File: config.mk
export PLATFORM = sky130hd
export DESIGN_NAME = shake_squeeze
export DESIGN_NICKNAME = d
export VERILOG_FILES = /design/src/design/shake_pkg.sv /design/src/design/shake_squeeze.sv
export SDC_FILE = /design/constraint.sdc
export NUM_CORES = 1
export LEC_CHECK = 0
export BUFFER_PORTS_ARGS = -buffer_cell sky130_fd_sc_hd__buf_2
export CORE_AREA = 2 2 551 553
export CTS_BUF_LIST = sky130_fd_sc_hd__clkbuf_16
export CTS_CLUSTER_SIZE = 28
export DETAILED_ROUTE_END_ITERATION = 7
export DIE_AREA = 0 0 553 555
export PLACE_DENSITY = 0.31
export SLEW_MARGIN = 20
export SYNTH_ARGS = -nofsm -noshare
export SYNTH_HDL_FRONTEND = slang
export SYNTH_SLANG_ARGS = --single-unit
export TNS_END_PERCENT = 20
File: constraint.sdc
create_clock -name clk -period 13.15 [get_ports clk]
set_input_delay 2.63 -clock clk [delete_from_list [all_inputs] [get_ports clk]]
set_output_delay 2.63 -clock clk [all_outputs]
set_load 0.01 [all_outputs]
File: src/design/shake_pkg.sv
package shake_pkg;

  localparam int WORD_W     = 64;
  localparam int RATE_WORDS = 21;
  localparam int RATE_W     = RATE_WORDS * WORD_W;  // 1344 for SHAKE128

  typedef logic [WORD_W-1:0] word_t;
  typedef logic [3:0]        nbytes_t;    // 0 to 8 on the last word only
  typedef logic [4:0]        word_idx_t;
  typedef logic [RATE_W-1:0] rate_t;

  // SHAKE domain bits plus the first pad bit
  localparam logic [7:0] DOMAIN_PAD = 8'h1F;
  // closing pad bit at the top of rate word RATE_WORDS-1
  localparam word_t      FINAL_PAD  = {1'b1, {(WORD_W-1){1'b0}}};

  typedef enum logic {
    BLK_START,      // zero state, then load the block
    BLK_CONTINUE    // xor the block into the kept state
  } blk_op_e;

  typedef enum logic [1:0] {
    ABS_FILL,
    ABS_PAD_BLOCK,
    ABS_SEND
  } absorb_state_e;

  typedef enum logic [1:0] {
    PERM_IDLE,
    PERM_RUN,
    PERM_HOLD
  } perm_state_e;

endpackage

File: src/design/shake_squeeze.sv
`timescale 1ns/1ps

module shake_squeeze #(
  parameter int OUT_WORDS = 4
) (
  input  logic             clk,
  input  logic             arst_n,
  input  shake_pkg::rate_t sq_data,
  input  logic             sq_valid,
  output logic             sq_ready,
  output shake_pkg::word_t out_data,
  output logic             out_last,
  output logic             out_valid,
  input  logic             out_ready
);
  import shake_pkg::*;

  localparam int OUT_W = OUT_WORDS * WORD_W;

  logic [OUT_W-1:0] data_q;   // words still to send, next one at the bottom
  word_idx_t        idx_q;
  logic             busy_q;
  logic             sq_fire;
  logic             out_fire;

  assign sq_ready  = !busy_q;
  assign sq_fire   = sq_valid && sq_ready;
  assign out_valid = busy_q;
  assign out_fire  = out_valid && out_ready;
  assign out_data  = data_q[WORD_W-1:0];
  assign out_last  = busy_q && (idx_q == word_idx_t'(OUT_WORDS - 1));

  // only the first OUT_WORDS rate words are kept
  always_ff @(posedge clk) begin
    if (sq_fire) begin
      data_q <= sq_data[OUT_W-1:0];
    end else if (out_fire) begin
      data_q <= data_q >> WORD_W;
    end
  end

  always_ff @(posedge clk or negedge arst_n) begin
    if (!arst_n) begin
      busy_q <= 1'b0;
      idx_q  <= '0;
    end else if (sq_fire) begin
      busy_q <= 1'b1;
      idx_q  <= '0;
    end else if (out_fire) begin
      busy_q <= !out_last;         // frees sq_ready once the last word is gone
      idx_q  <= idx_q + 1'b1;
    end
  end

endmodule

==> out/metrics.yaml <==
p_per_area_nw_per_um2: 161.0
area_growth_pct: 62.89
ys_warn_count: 0
critPathMaxFanout: 62
vias: 8269
yosys.area.top_type: "edfxtp_1"
netlist_top_cells_area: "edfxtp_1 68%, nand2_1 19%, buf_4 5.8%"
critPathCaptureType: "register"
finalCriticalPeriod_ps: 5568
post-route-period-util_pct: 42.34
relSlewSlack_pct: 36.33
place_area_sq_um: 17270
ys_seq_area_share_pct: 69.06
drv_slew: 0
worst_path_max_delay_cell: "buf_4"
muxShareOfSynthArea_pct: 0.2646
cp_common_cell: "buf_4"
drt_iter0_markers: 445
grt_pass1_wl_um: 87730
fin_setup_tns_ps: 0
synthAdderAreaFrac_pct: 0.1103
netlist_instances: 1041
most-common-layout-cells: "579 x nand2_1, 326 x buf_2, 256 x edfxtp_1, 65 x and2_1, 37 x clkbuf_16"
synth_top_family_by_area: "simple AND/OR/NAND/NOR gates"
hold_violations: 0
dp_hpwl_um: 58940
fin_hold_ws_ps: 471.0
die_area_sq_um: 306900
max_freq_mhz: 179.6
fin_area_sq_um: 18490
arrival_ps: 5780
multi_input_area_sq_um: 2729
fillers: 35560
synth_xor_area_share_pct: 0
hold_class: "register to register"
io_buffers: 326
p_total_mw: 2.976
row_count: 202
seq_power_share_pct: 45.0
worst_pin_slew_ps: 955.0
drc: 0
p_leak_nw: 6.434
post-cts-setup-buffers: 0
clock_sinks: 262
setup_slack_ps: 7582
htree_levels: 2
fin_util_pct: 6.136
vdd_drop_max_mv: 0.07841
intPower_mw: 1.961
finClkSkew_ps: 48.13
yosys.area_share.simple_pct: 23.24
overflow: 0
fp.dieW_um: 553
synth_top_cell_area_share_pct: 67.74
die_y_um: 555
syn_area_sq_um: 11350
core_area_sq_um: 301300
grt_use_total_pct: 4.537
syn_area_per_cell_sq_um: 10.90
syn_nets: 2390
worstPathCellList: "buf_2 > nand2b_4 > nand2_4 > buf_4 > buf_4"
regArea_sq_um: 7838
place_ws_ps: 6784
outcome: "completed"
pwr-share-clk_pct: 32.3
synth_compound_area_share_pct: 0.2315
clockRootBuffer: "clkbuf_16"
ys_seq_elements: 262
grt_pass1_vias: 8138
dr.pass1.iters: 4
cts_buffer_depth: 3
path_buf_inv: 3
fin_cells: 5353
numCtsBuffers: 37
grt_antenna_before_repair: 110
crit_family: "buffers and inverters"
ctsResizeCount: 0
p_switching_mw: 1.015
drtAntennaViolNets: 0
grt_max_degree: 147
wirelength_um: 71170
drv_cap: 0
cpPeakStageDelay_ps: 840
crit_path_start_kind: "input pin"
ioPinCount: 1415
combPwrFrac_pct: 22.7
gp_congestion: 0.7161
drive_above_1_share_pct: 29.24
start_util_pct: 3.767
setup_viol: 0
synth_cell_type_count: 23
layout_commonest_cell: "nand2_1"
final_nets: 2650
avgRoutedWirePerCell_um: 13.30
hold_buffers: 0
grt_setup_unrepaired: "false"
criticalPathCategory: "input pin to register"
required_ps: 13370
clock_latency_ps: 640
place_inst: 5240
cts_tree: "built"
avgViaCountPerCell: 1.545
swShare_pct: 34.10
path_clk_slew_ps: 60
## per-layer routing
metal	up-vias	share of wire (%)	GRT usage [%]
met5	-	0.28	0
met4	32	7.0	2.833
met3	211	12	2.490
met2	359	47	7.460
met1	3760	34	4.439
li1	3907	-	-
## synth_stat cells, drive strengths merged
master,count
nor2b,1
nor3b,1
nand3,1
o2bb2ai,1
nor4,1
dfrtp,6
and2,65
nand2b,2
a21o,1
mux2i,3
edfxtp,256
nand4,2
inv,2
ha,1
o21ai,1
a21oi,1
clkbuf,6
buf,109
nor2,1
nand2,580
## final cells by class
type	count	area share [%]
Sequential cell	262	42.40
Tap cell	3978	26.93
Multi-Input combinational cell	662	14.76
Timing Repair Buffer	336	9.300
Clock buffer	37	5.009
Clock inverter	28	0.9138
Antenna cell	48	0.6498
Inverter	2	0.04061
## power by group through the flow
stage	Sequential, mW	Clock, mW	Combinational [mW]
after global placement	1.36	0	0.728
after CTS	1.35	1.03	0.731
final	1.34	0.962	0.675
after detailed placement	1.36	0	0.731
after floorplan	1.38	0	0.420
after global routing	1.37	1.05	0.783
## cells by family after synthesis
group	count (synthesis)
muxes	3
and+or+nand+nor	654
AOI/OAI and AO/OA	4
buffers and inverters	117
DFF	262
adders and majority gates	1
## path summary, 6_finish.rpt
kind	from	endpoint	slack, ps	depth (start not counted)
setup / recovery	sq_valid	data_q[161]	7580	5
hold / removal	idx_q[4]	idx_q[4]	470	1
setup reg to reg	out_valid	data_q[161]	9130	4
hold reg to reg	idx_q[4]	idx_q[4]	470	1
max in group asynchronous	arst_n	idx_q[0]	11190	1
min in group asynchronous	arst_n	out_valid	1810	1
## flip-flops by register name, summed over array words and instances, names as in the netlist
| register | flops |
|---|---|
| idx_q | 5 |
| data_q | 256 |
| out_valid | 1 |
(Power assumes the default switching activity.)
