## config.mk

```make
export PLATFORM = sky130hd
export DESIGN_NAME = shake_absorb
export DESIGN_NICKNAME = d
export VERILOG_FILES = /design/src/design/shake_pkg.sv /design/src/design/shake_absorb.sv
export SDC_FILE = /design/constraint.sdc
export NUM_CORES = 2
export LEC_CHECK = 0
export BUFFER_PORTS_ARGS = -buffer_cell sky130_fd_sc_hd__buf_2
export CAP_MARGIN = 20
export CORE_AREA = 2 2 554 556
export DETAILED_ROUTE_END_ITERATION = 8
export DIE_AREA = 0 0 556 558
export SYNTH_ARGS = -nofsm -noshare
export SYNTH_HDL_FRONTEND = slang
export SYNTH_SLANG_ARGS = --single-unit
```

## constraint.sdc

```tcl
create_clock -name clk -period 3.53 [get_ports clk]
set_clock_uncertainty 0.15 [all_clocks]
set_input_delay 0.5295 -clock clk [delete_from_list [all_inputs] [get_ports clk]]
set_output_delay 0.5295 -clock clk [all_outputs]
set_load 0.01 [all_outputs]
```

## src/design/shake_pkg.sv

```systemverilog
package shake_pkg;

  localparam int WORD_W     = 64;
  localparam int RATE_WORDS = 21;
  localparam int RATE_W     = RATE_WORDS * WORD_W;  // 1344 for SHAKE128

  typedef logic [WORD_W-1:0] word_t;
  typedef logic [3:0]        nbytes_t;    // 0 to 8 on the last word only
  typedef logic [4:0]        word_idx_t;
  typedef logic [RATE_W-1:0] rate_t;

  // SHAKE domain bits plus the first pad bit
  localparam logic [7:0] DOMAIN_PAD = 8'h1F;
  // closing pad bit at the top of rate word RATE_WORDS-1
  localparam word_t      FINAL_PAD  = {1'b1, {(WORD_W-1){1'b0}}};

  typedef enum logic {
    BLK_START,      // zero state, then load the block
    BLK_CONTINUE    // xor the block into the kept state
  } blk_op_e;

  typedef enum logic [1:0] {
    ABS_FILL,
    ABS_PAD_BLOCK,
    ABS_SEND
  } absorb_state_e;

  typedef enum logic [1:0] {
    PERM_IDLE,
    PERM_RUN,
    PERM_HOLD
  } perm_state_e;

endpackage

```

## src/design/shake_absorb.sv

```systemverilog
`timescale 1ns/1ps

module shake_absorb (
  input  logic               clk,
  input  logic               arst_n,
  input  shake_pkg::word_t   in_data,
  input  shake_pkg::nbytes_t in_bytes,
  input  logic               in_last,
  input  logic               in_valid,
  output logic               in_ready,
  output shake_pkg::rate_t   blk_data,
  output shake_pkg::blk_op_e blk_op,
  output logic               blk_final,
  output logic               blk_valid,
  input  logic               blk_ready
);
  import shake_pkg::*;

  localparam word_idx_t LAST_IDX = word_idx_t'(RATE_WORDS - 1);

  absorb_state_e state_q;
  absorb_state_e state_d;
  rate_t         buf_q;
  rate_t         buf_d;
  word_idx_t     idx_q;
  word_t         tail_word;    // last word with unused bytes cleared and 0x1F behind the data
  logic          first_q;      // next block opens a message
  logic          final_q;
  logic          pad_pend_q;   // an all-padding block must follow
  logic          in_fire;
  logic          blk_fire;
  logic          blk_close;
  logic          tail_fits;

  assign in_fire   = in_valid && in_ready;
  assign blk_fire  = blk_valid && blk_ready;
  assign blk_close = in_last || (idx_q == LAST_IDX);
  assign tail_fits = !in_bytes[3] || (idx_q != LAST_IDX);
  assign tail_word = (in_data & ~({WORD_W{1'b1}} << (8 * in_bytes)))
                   | (word_t'(DOMAIN_PAD) << (8 * in_bytes));

  assign blk_data  = buf_q;
  assign blk_op    = first_q ? BLK_START : BLK_CONTINUE;
  assign blk_final = final_q;
  assign blk_valid = (state_q == ABS_SEND);

  ////////////////////////////////////////////////////////////////////////////
  // block buffer
  always_comb begin
    buf_d = buf_q;
    if (state_q == ABS_PAD_BLOCK) begin
      buf_d = '0;
      buf_d[WORD_W-1:0] = word_t'(DOMAIN_PAD);
      buf_d[RATE_W-1 -: WORD_W] = FINAL_PAD;
    end else if (in_fire) begin
      buf_d[idx_q*WORD_W +: WORD_W] = in_last ? tail_word : in_data;
      if (in_last) begin
        for (int w = 0; w < RATE_WORDS; w++) begin
          if (w == idx_q + 1 && in_bytes[3]) begin
            buf_d[w*WORD_W +: WORD_W] = word_t'(DOMAIN_PAD);  // full last word
          end else if (w > idx_q) begin
            buf_d[w*WORD_W +: WORD_W] = '0;
          end
        end
        if (tail_fits) buf_d[RATE_W-1 -: WORD_W] |= FINAL_PAD;
      end
    end
  end

  always_ff @(posedge clk) begin
    buf_q <= buf_d;
  end

  ////////////////////////////////////////////////////////////////////////////
  // control
  always_comb begin
    state_d = state_q;
    case (state_q)
      ABS_FILL:      if (in_fire && blk_close) state_d = ABS_SEND;
      ABS_SEND:      if (blk_fire) state_d = pad_pend_q ? ABS_PAD_BLOCK : ABS_FILL;
      ABS_PAD_BLOCK: state_d = ABS_SEND;
      default:       state_d = ABS_FILL;
    endcase
  end

  always_ff @(posedge clk or negedge arst_n) begin
    if (!arst_n) begin
      state_q    <= ABS_FILL;
      idx_q      <= '0;
      first_q    <= 1'b1;
      final_q    <= 1'b0;
      pad_pend_q <= 1'b0;
      in_ready   <= 1'b0;
    end else begin
      state_q  <= state_d;
      in_ready <= (state_d == ABS_FILL);  // same as state_q == ABS_FILL one cycle on
      if (in_fire) begin
        idx_q <= blk_close ? '0 : idx_q + 1'b1;
        if (blk_close) begin
          final_q    <= in_last && tail_fits;
          pad_pend_q <= in_last && !tail_fits;
        end
      end
      if (blk_fire) first_q <= final_q;
      if (state_q == ABS_PAD_BLOCK) begin
        final_q    <= 1'b1;
        pad_pend_q <= 1'b0;
      end
    end
  end

endmodule

```

==> flow_metrics.env <==
export IMPL_layout_min_cycle_time_ns=3.492
export IMPL_fp_dieW_um=556
export IMPL_synth_simple_area_share_pct=6.200
export IMPL_outcome="finished clean"
export IMPL_fin_nets=5710
export IMPL_crit_buf_inv=1
export IMPL_cts_max_level=4
export IMPL_ff2ff_setup_slack_ns=0.04
export IMPL_crit_path_max_incr_delay_ns=1.03
export IMPL_arrival_ns=4.12
export IMPL_synth_warnings=0
export IMPL_cpMostUsedCell="nor2_1"
export IMPL_grt_pass1_wl_um=425000
export IMPL_fin_util_pct=21.96
export IMPL_track_usage_pct=20.59
export IMPL_cp_max_fo=14
export IMPL_max_vdd_ir_drop_mv=0.4143
export IMPL_worstReg2RegEnd="blk_data[470]$_SDFFE_PP0P_"
export IMPL_fmax_ghz=0.2864
export IMPL_period_share_pct=98.92
export IMPL_via_per_inst=4.559
export IMPL_holdPathEnd="blk_data[137]$_SDFFE_PP0P_"
export IMPL_rows=203
export IMPL_tritoncts_num_buffers=159
export IMPL_syn_inst=3990
export IMPL_cellLeakagePower_nw=28.90
export IMPL_crit_slowest_cell="nor2_1"
export IMPL_slew_violations=0
export IMPL_rsz0062_at_grt="no"
export IMPL_crit_chain="inv_1, ha_1, nand2b_1, nor2_1, nand2_4, nor2_1, a22o_1"
export IMPL_crit_required_ns=4.16
export IMPL_ys_flop_type="dfxtp_1"
export IMPL_vias=44615
export IMPL_final_common_cell="buf_2"
export IMPL_synth_area_per_cell_um2=11.37
export IMPL_port_buffers=1420
export IMPL_synthAdderAreaFrac_pct=0.1931
export IMPL_drv_cap=0
export IMPL_synthDistinctLibCells=75
export IMPL_wire_per_inst_um=34.43
export IMPL_postSynth_asyncResetShare_pct=0.8118
export IMPL_gp_congestion=0.9509
export IMPL_critPathKind="register to register"
export IMPL_clock_tree_buffer_depth=4
export IMPL_hold_start="in_data[9]"
export IMPL_die_h_um=558
export IMPL_final_cell_mix="1421 x buf_2, 1344 x dfxtp_1, 657 x o2bb2ai_1"
export IMPL_synthXorXnorAreaFrac_pct=0.03861
export IMPL_drt_iter0_markers=5169
export IMPL_first_pass_iters=5
export IMPL_synth_area_mux_share_pct=0.1544
export IMPL_placeableCoreArea_mm2=0.3045
export IMPL_setup_viol=0
export IMPL_area_growth_pct=47.42
export IMPL_synth_edf_count=0
export IMPL_antenna_found_initial=55
export IMPL_end_kind="register"
export IMPL_cts_root_buf="clkbuf_16"
export IMPL_cp_start_kind="register"
export IMPL_hold_viol=0
export IMPL_synth_fp_nets=4070
export IMPL_worst_pin_slew_ns=1.233
export IMPL_totalWireLength_um=337000
export IMPL_holdCritPathClass="primary input to register"
export IMPL_worstRegToRegCells=7
export IMPL_fillers=32968
export IMPL_path_clk_slew_ns=0.06
export IMPL_ys_ff_latch=1355
export IMPL_gr_total_overflow=0
export IMPL_grt_max_degree=60
export IMPL_antenna_left=0
export IMPL_io_pins=1421
export IMPL_hold_depth=4
export IMPL_clock_latency_ns=0.83
export IMPL_drc=0
export IMPL_cts_sinks=1355
export IMPL_r2r_start="idx_q[1]$_DFFE_PN0P_"
export IMPL_grt_pass1_vias=41009
export IMPL_synth_top_family_by_area="compound AO/OA/AOI/OAI gates"
export IMPL_cts_tree="done"
export IMPL_ys_seq_area_share_pct=59.92
export IMPL_slew_headroom_pct=17.47
export IMPL_hpwl_um=263700
export IMPL_power_density_mw_per_mm2=612.3
export IMPL_synth_compound_area_share_pct=29.61
export IMPL_layout_drive_gt1_share_pct=39.76
export IMPL_fin_setup_tns_ns=0
export IMPL_start_util_pct=14.90
export IMPL_syn_area_mm2=0.04537
export IMPL_cpLargestDelayFamily="simple AND/OR/NAND/NOR gates"
export IMPL_die_area_mm2=0.3102
[cells in the mapped netlist, types with 6 or more instances]
library cell / n / area [um2]
a22oi_1: 6 / 45.04
o2bb2ai_2: 10 / 150.1
a21o_1: 13 / 97.59
buf_4: 6 / 45.04
a21oi_1: 111 / 555.5
o21ai_0: 55 / 275.3
nand2b_1: 32 / 200.2
o211ai_1: 9 / 67.56
and3_1: 9 / 56.30
nor2b_1: 16 / 100.1
buf_6: 7 / 78.83
o211a_1: 14 / 140.1
o21ai_1: 11 / 55.05
buf_2: 91 / 455.4
a22o_1: 535 / 4686
and2_1: 15 / 93.84
clkbuf_1: 248 / 930.9
a211oi_1: 7 / 52.55
nand2_1: 131 / 491.7
or2_2: 11 / 68.82
buf_1: 34 / 127.6
a2bb2oi_1: 6 / 52.55
o2bb2ai_1: 657 / 5754
o221a_2: 39 / 439.2
ha_1: 7 / 87.58
dfxtp_1: 1344 / 26910
mux2i_1: 7 / 70.07
a211o_1: 7 / 61.31
a31oi_1: 8 / 50.05
or3_1: 11 / 68.82
nor2_1: 235 / 882.1
inv_1: 30 / 112.6
o22ai_1: 29 / 181.4
dfrtp_1: 10 / 250.2
nand4_1: 15 / 93.84
nor3_1: 42 / 210.2
a32o_1: 42 / 420.4
nand3_1: 66 / 330.3
[kinds of logic (layout without fill, tap and decap cells)]
kind of cell / after synthesis / in the layout
other: 0 / 38
XOR/XNOR: 2 / 2
adder cells (fa/ha/maj): 7 / 7
AO/OA/AOI/OAI: 1595 / 1595
buffers and inverters: 417 / 2179
AND/OR/NAND/NOR: 607 / 607
multiplexers: 7 / 7
flip-flops: 1355 / 1355
[state kept, by name, indices dropped and copies added, names as in the netlist]
| signal | cells |
|---|---|
| first_q | 1 |
| pad_pend_q | 1 |
| blk_data | 1344 |
| idx_q | 5 |
| in_ready | 1 |
| state_q | 2 |
| blk_final | 1 |
[worst max-delay path by stage]
stage	slack, ns	to	depth (start not counted)	start
after floorplan	0.02	blk_data[1215]$_SDFFE_PP0P_	16	idx_q[0]$_DFFE_PN0P_
after global placement	-0.19	blk_data[1182]$_SDFFE_PP0P_	7	idx_q[1]$_DFFE_PN0P_
after detailed placement	-0.22	blk_data[1182]$_SDFFE_PP0P_	9	idx_q[1]$_DFFE_PN0P_
after CTS	0.03	blk_data[286]$_SDFFE_PP0P_	9	idx_q[1]$_DFFE_PN0P_
after global routing	0.009	blk_data[885]$_SDFFE_PP0P_	10	idx_q[0]$_DFFE_PN0P_
final	0.04	blk_data[470]$_SDFFE_PP0P_	7	idx_q[1]$_DFFE_PN0P_
[power by group]
part / total, mW / internal (mW) / switching [mW]
sequential: 16.2 / 15.8 / 0.326
clock: 17.5 / 10.1 / 7.41
combinational: 7.24 / 1.97 / 5.27
[what timing repair did]
action                                  in CTS  in global routing
endpoints found under the setup margin       6                 47
pin swaps                                    0                  1
hold endpoints to repair                    56                  0
setup buffers                                0                  2
resized for setup                            1                  2
hold buffers                                28                  0
[cell type report]
| cell class | count | area (um2) | area share [%] |
|---|---|---|---|
| Multi-Input combinational cell | 2218 | 17190 | 25.71 |
| Timing Repair Buffer | 1866 | 11810 | 17.66 |
| Sequential cell | 1355 | 27180 | 40.64 |
| Clock buffer | 219 | 4557 | 6.813 |
| Tap cell | 3997 | 5001 | 7.477 |
| Inverter | 30 | 112.6 | 0.1684 |
| Clock inverter | 64 | 929.6 | 1.390 |
| Antenna cell | 38 | 95.09 | 0.1422 |
[worst min-delay path, cell delays in order]
cell       delay (ns)
buf_2            0.10
a21oi_4          0.05
buf_12           0.18
o2bb2ai_1        0.14
[per-layer routing]
metal  wire (um)  global-route usage [%]  vias up
li1            -                       -    18614
met1      135500                   25.43    22344
met2      149000                   32.00     3090
met3       34800                   6.698      559
met4       17590                   10.14        8
met5          57                       0        -
[metrics by stage]
step	worst slack [ns]	power, mW	instances	hold slack (ns)	cell area [um2]
finish	0.03799	40.95	9787	0.05770	66880
global route	0.009383	42.00	9755	0.04811	66800
CTS	0.02957	41.26	9747	0.01369	66750
detailed placement	-0.2243	23.70	9436	0.2909	60980
global placement	-0.1883	23.72	9432	0.2890	60930
floorplan	0.01728	19.00	3990	0.08391	45400
(Power assumes the default switching activity.)
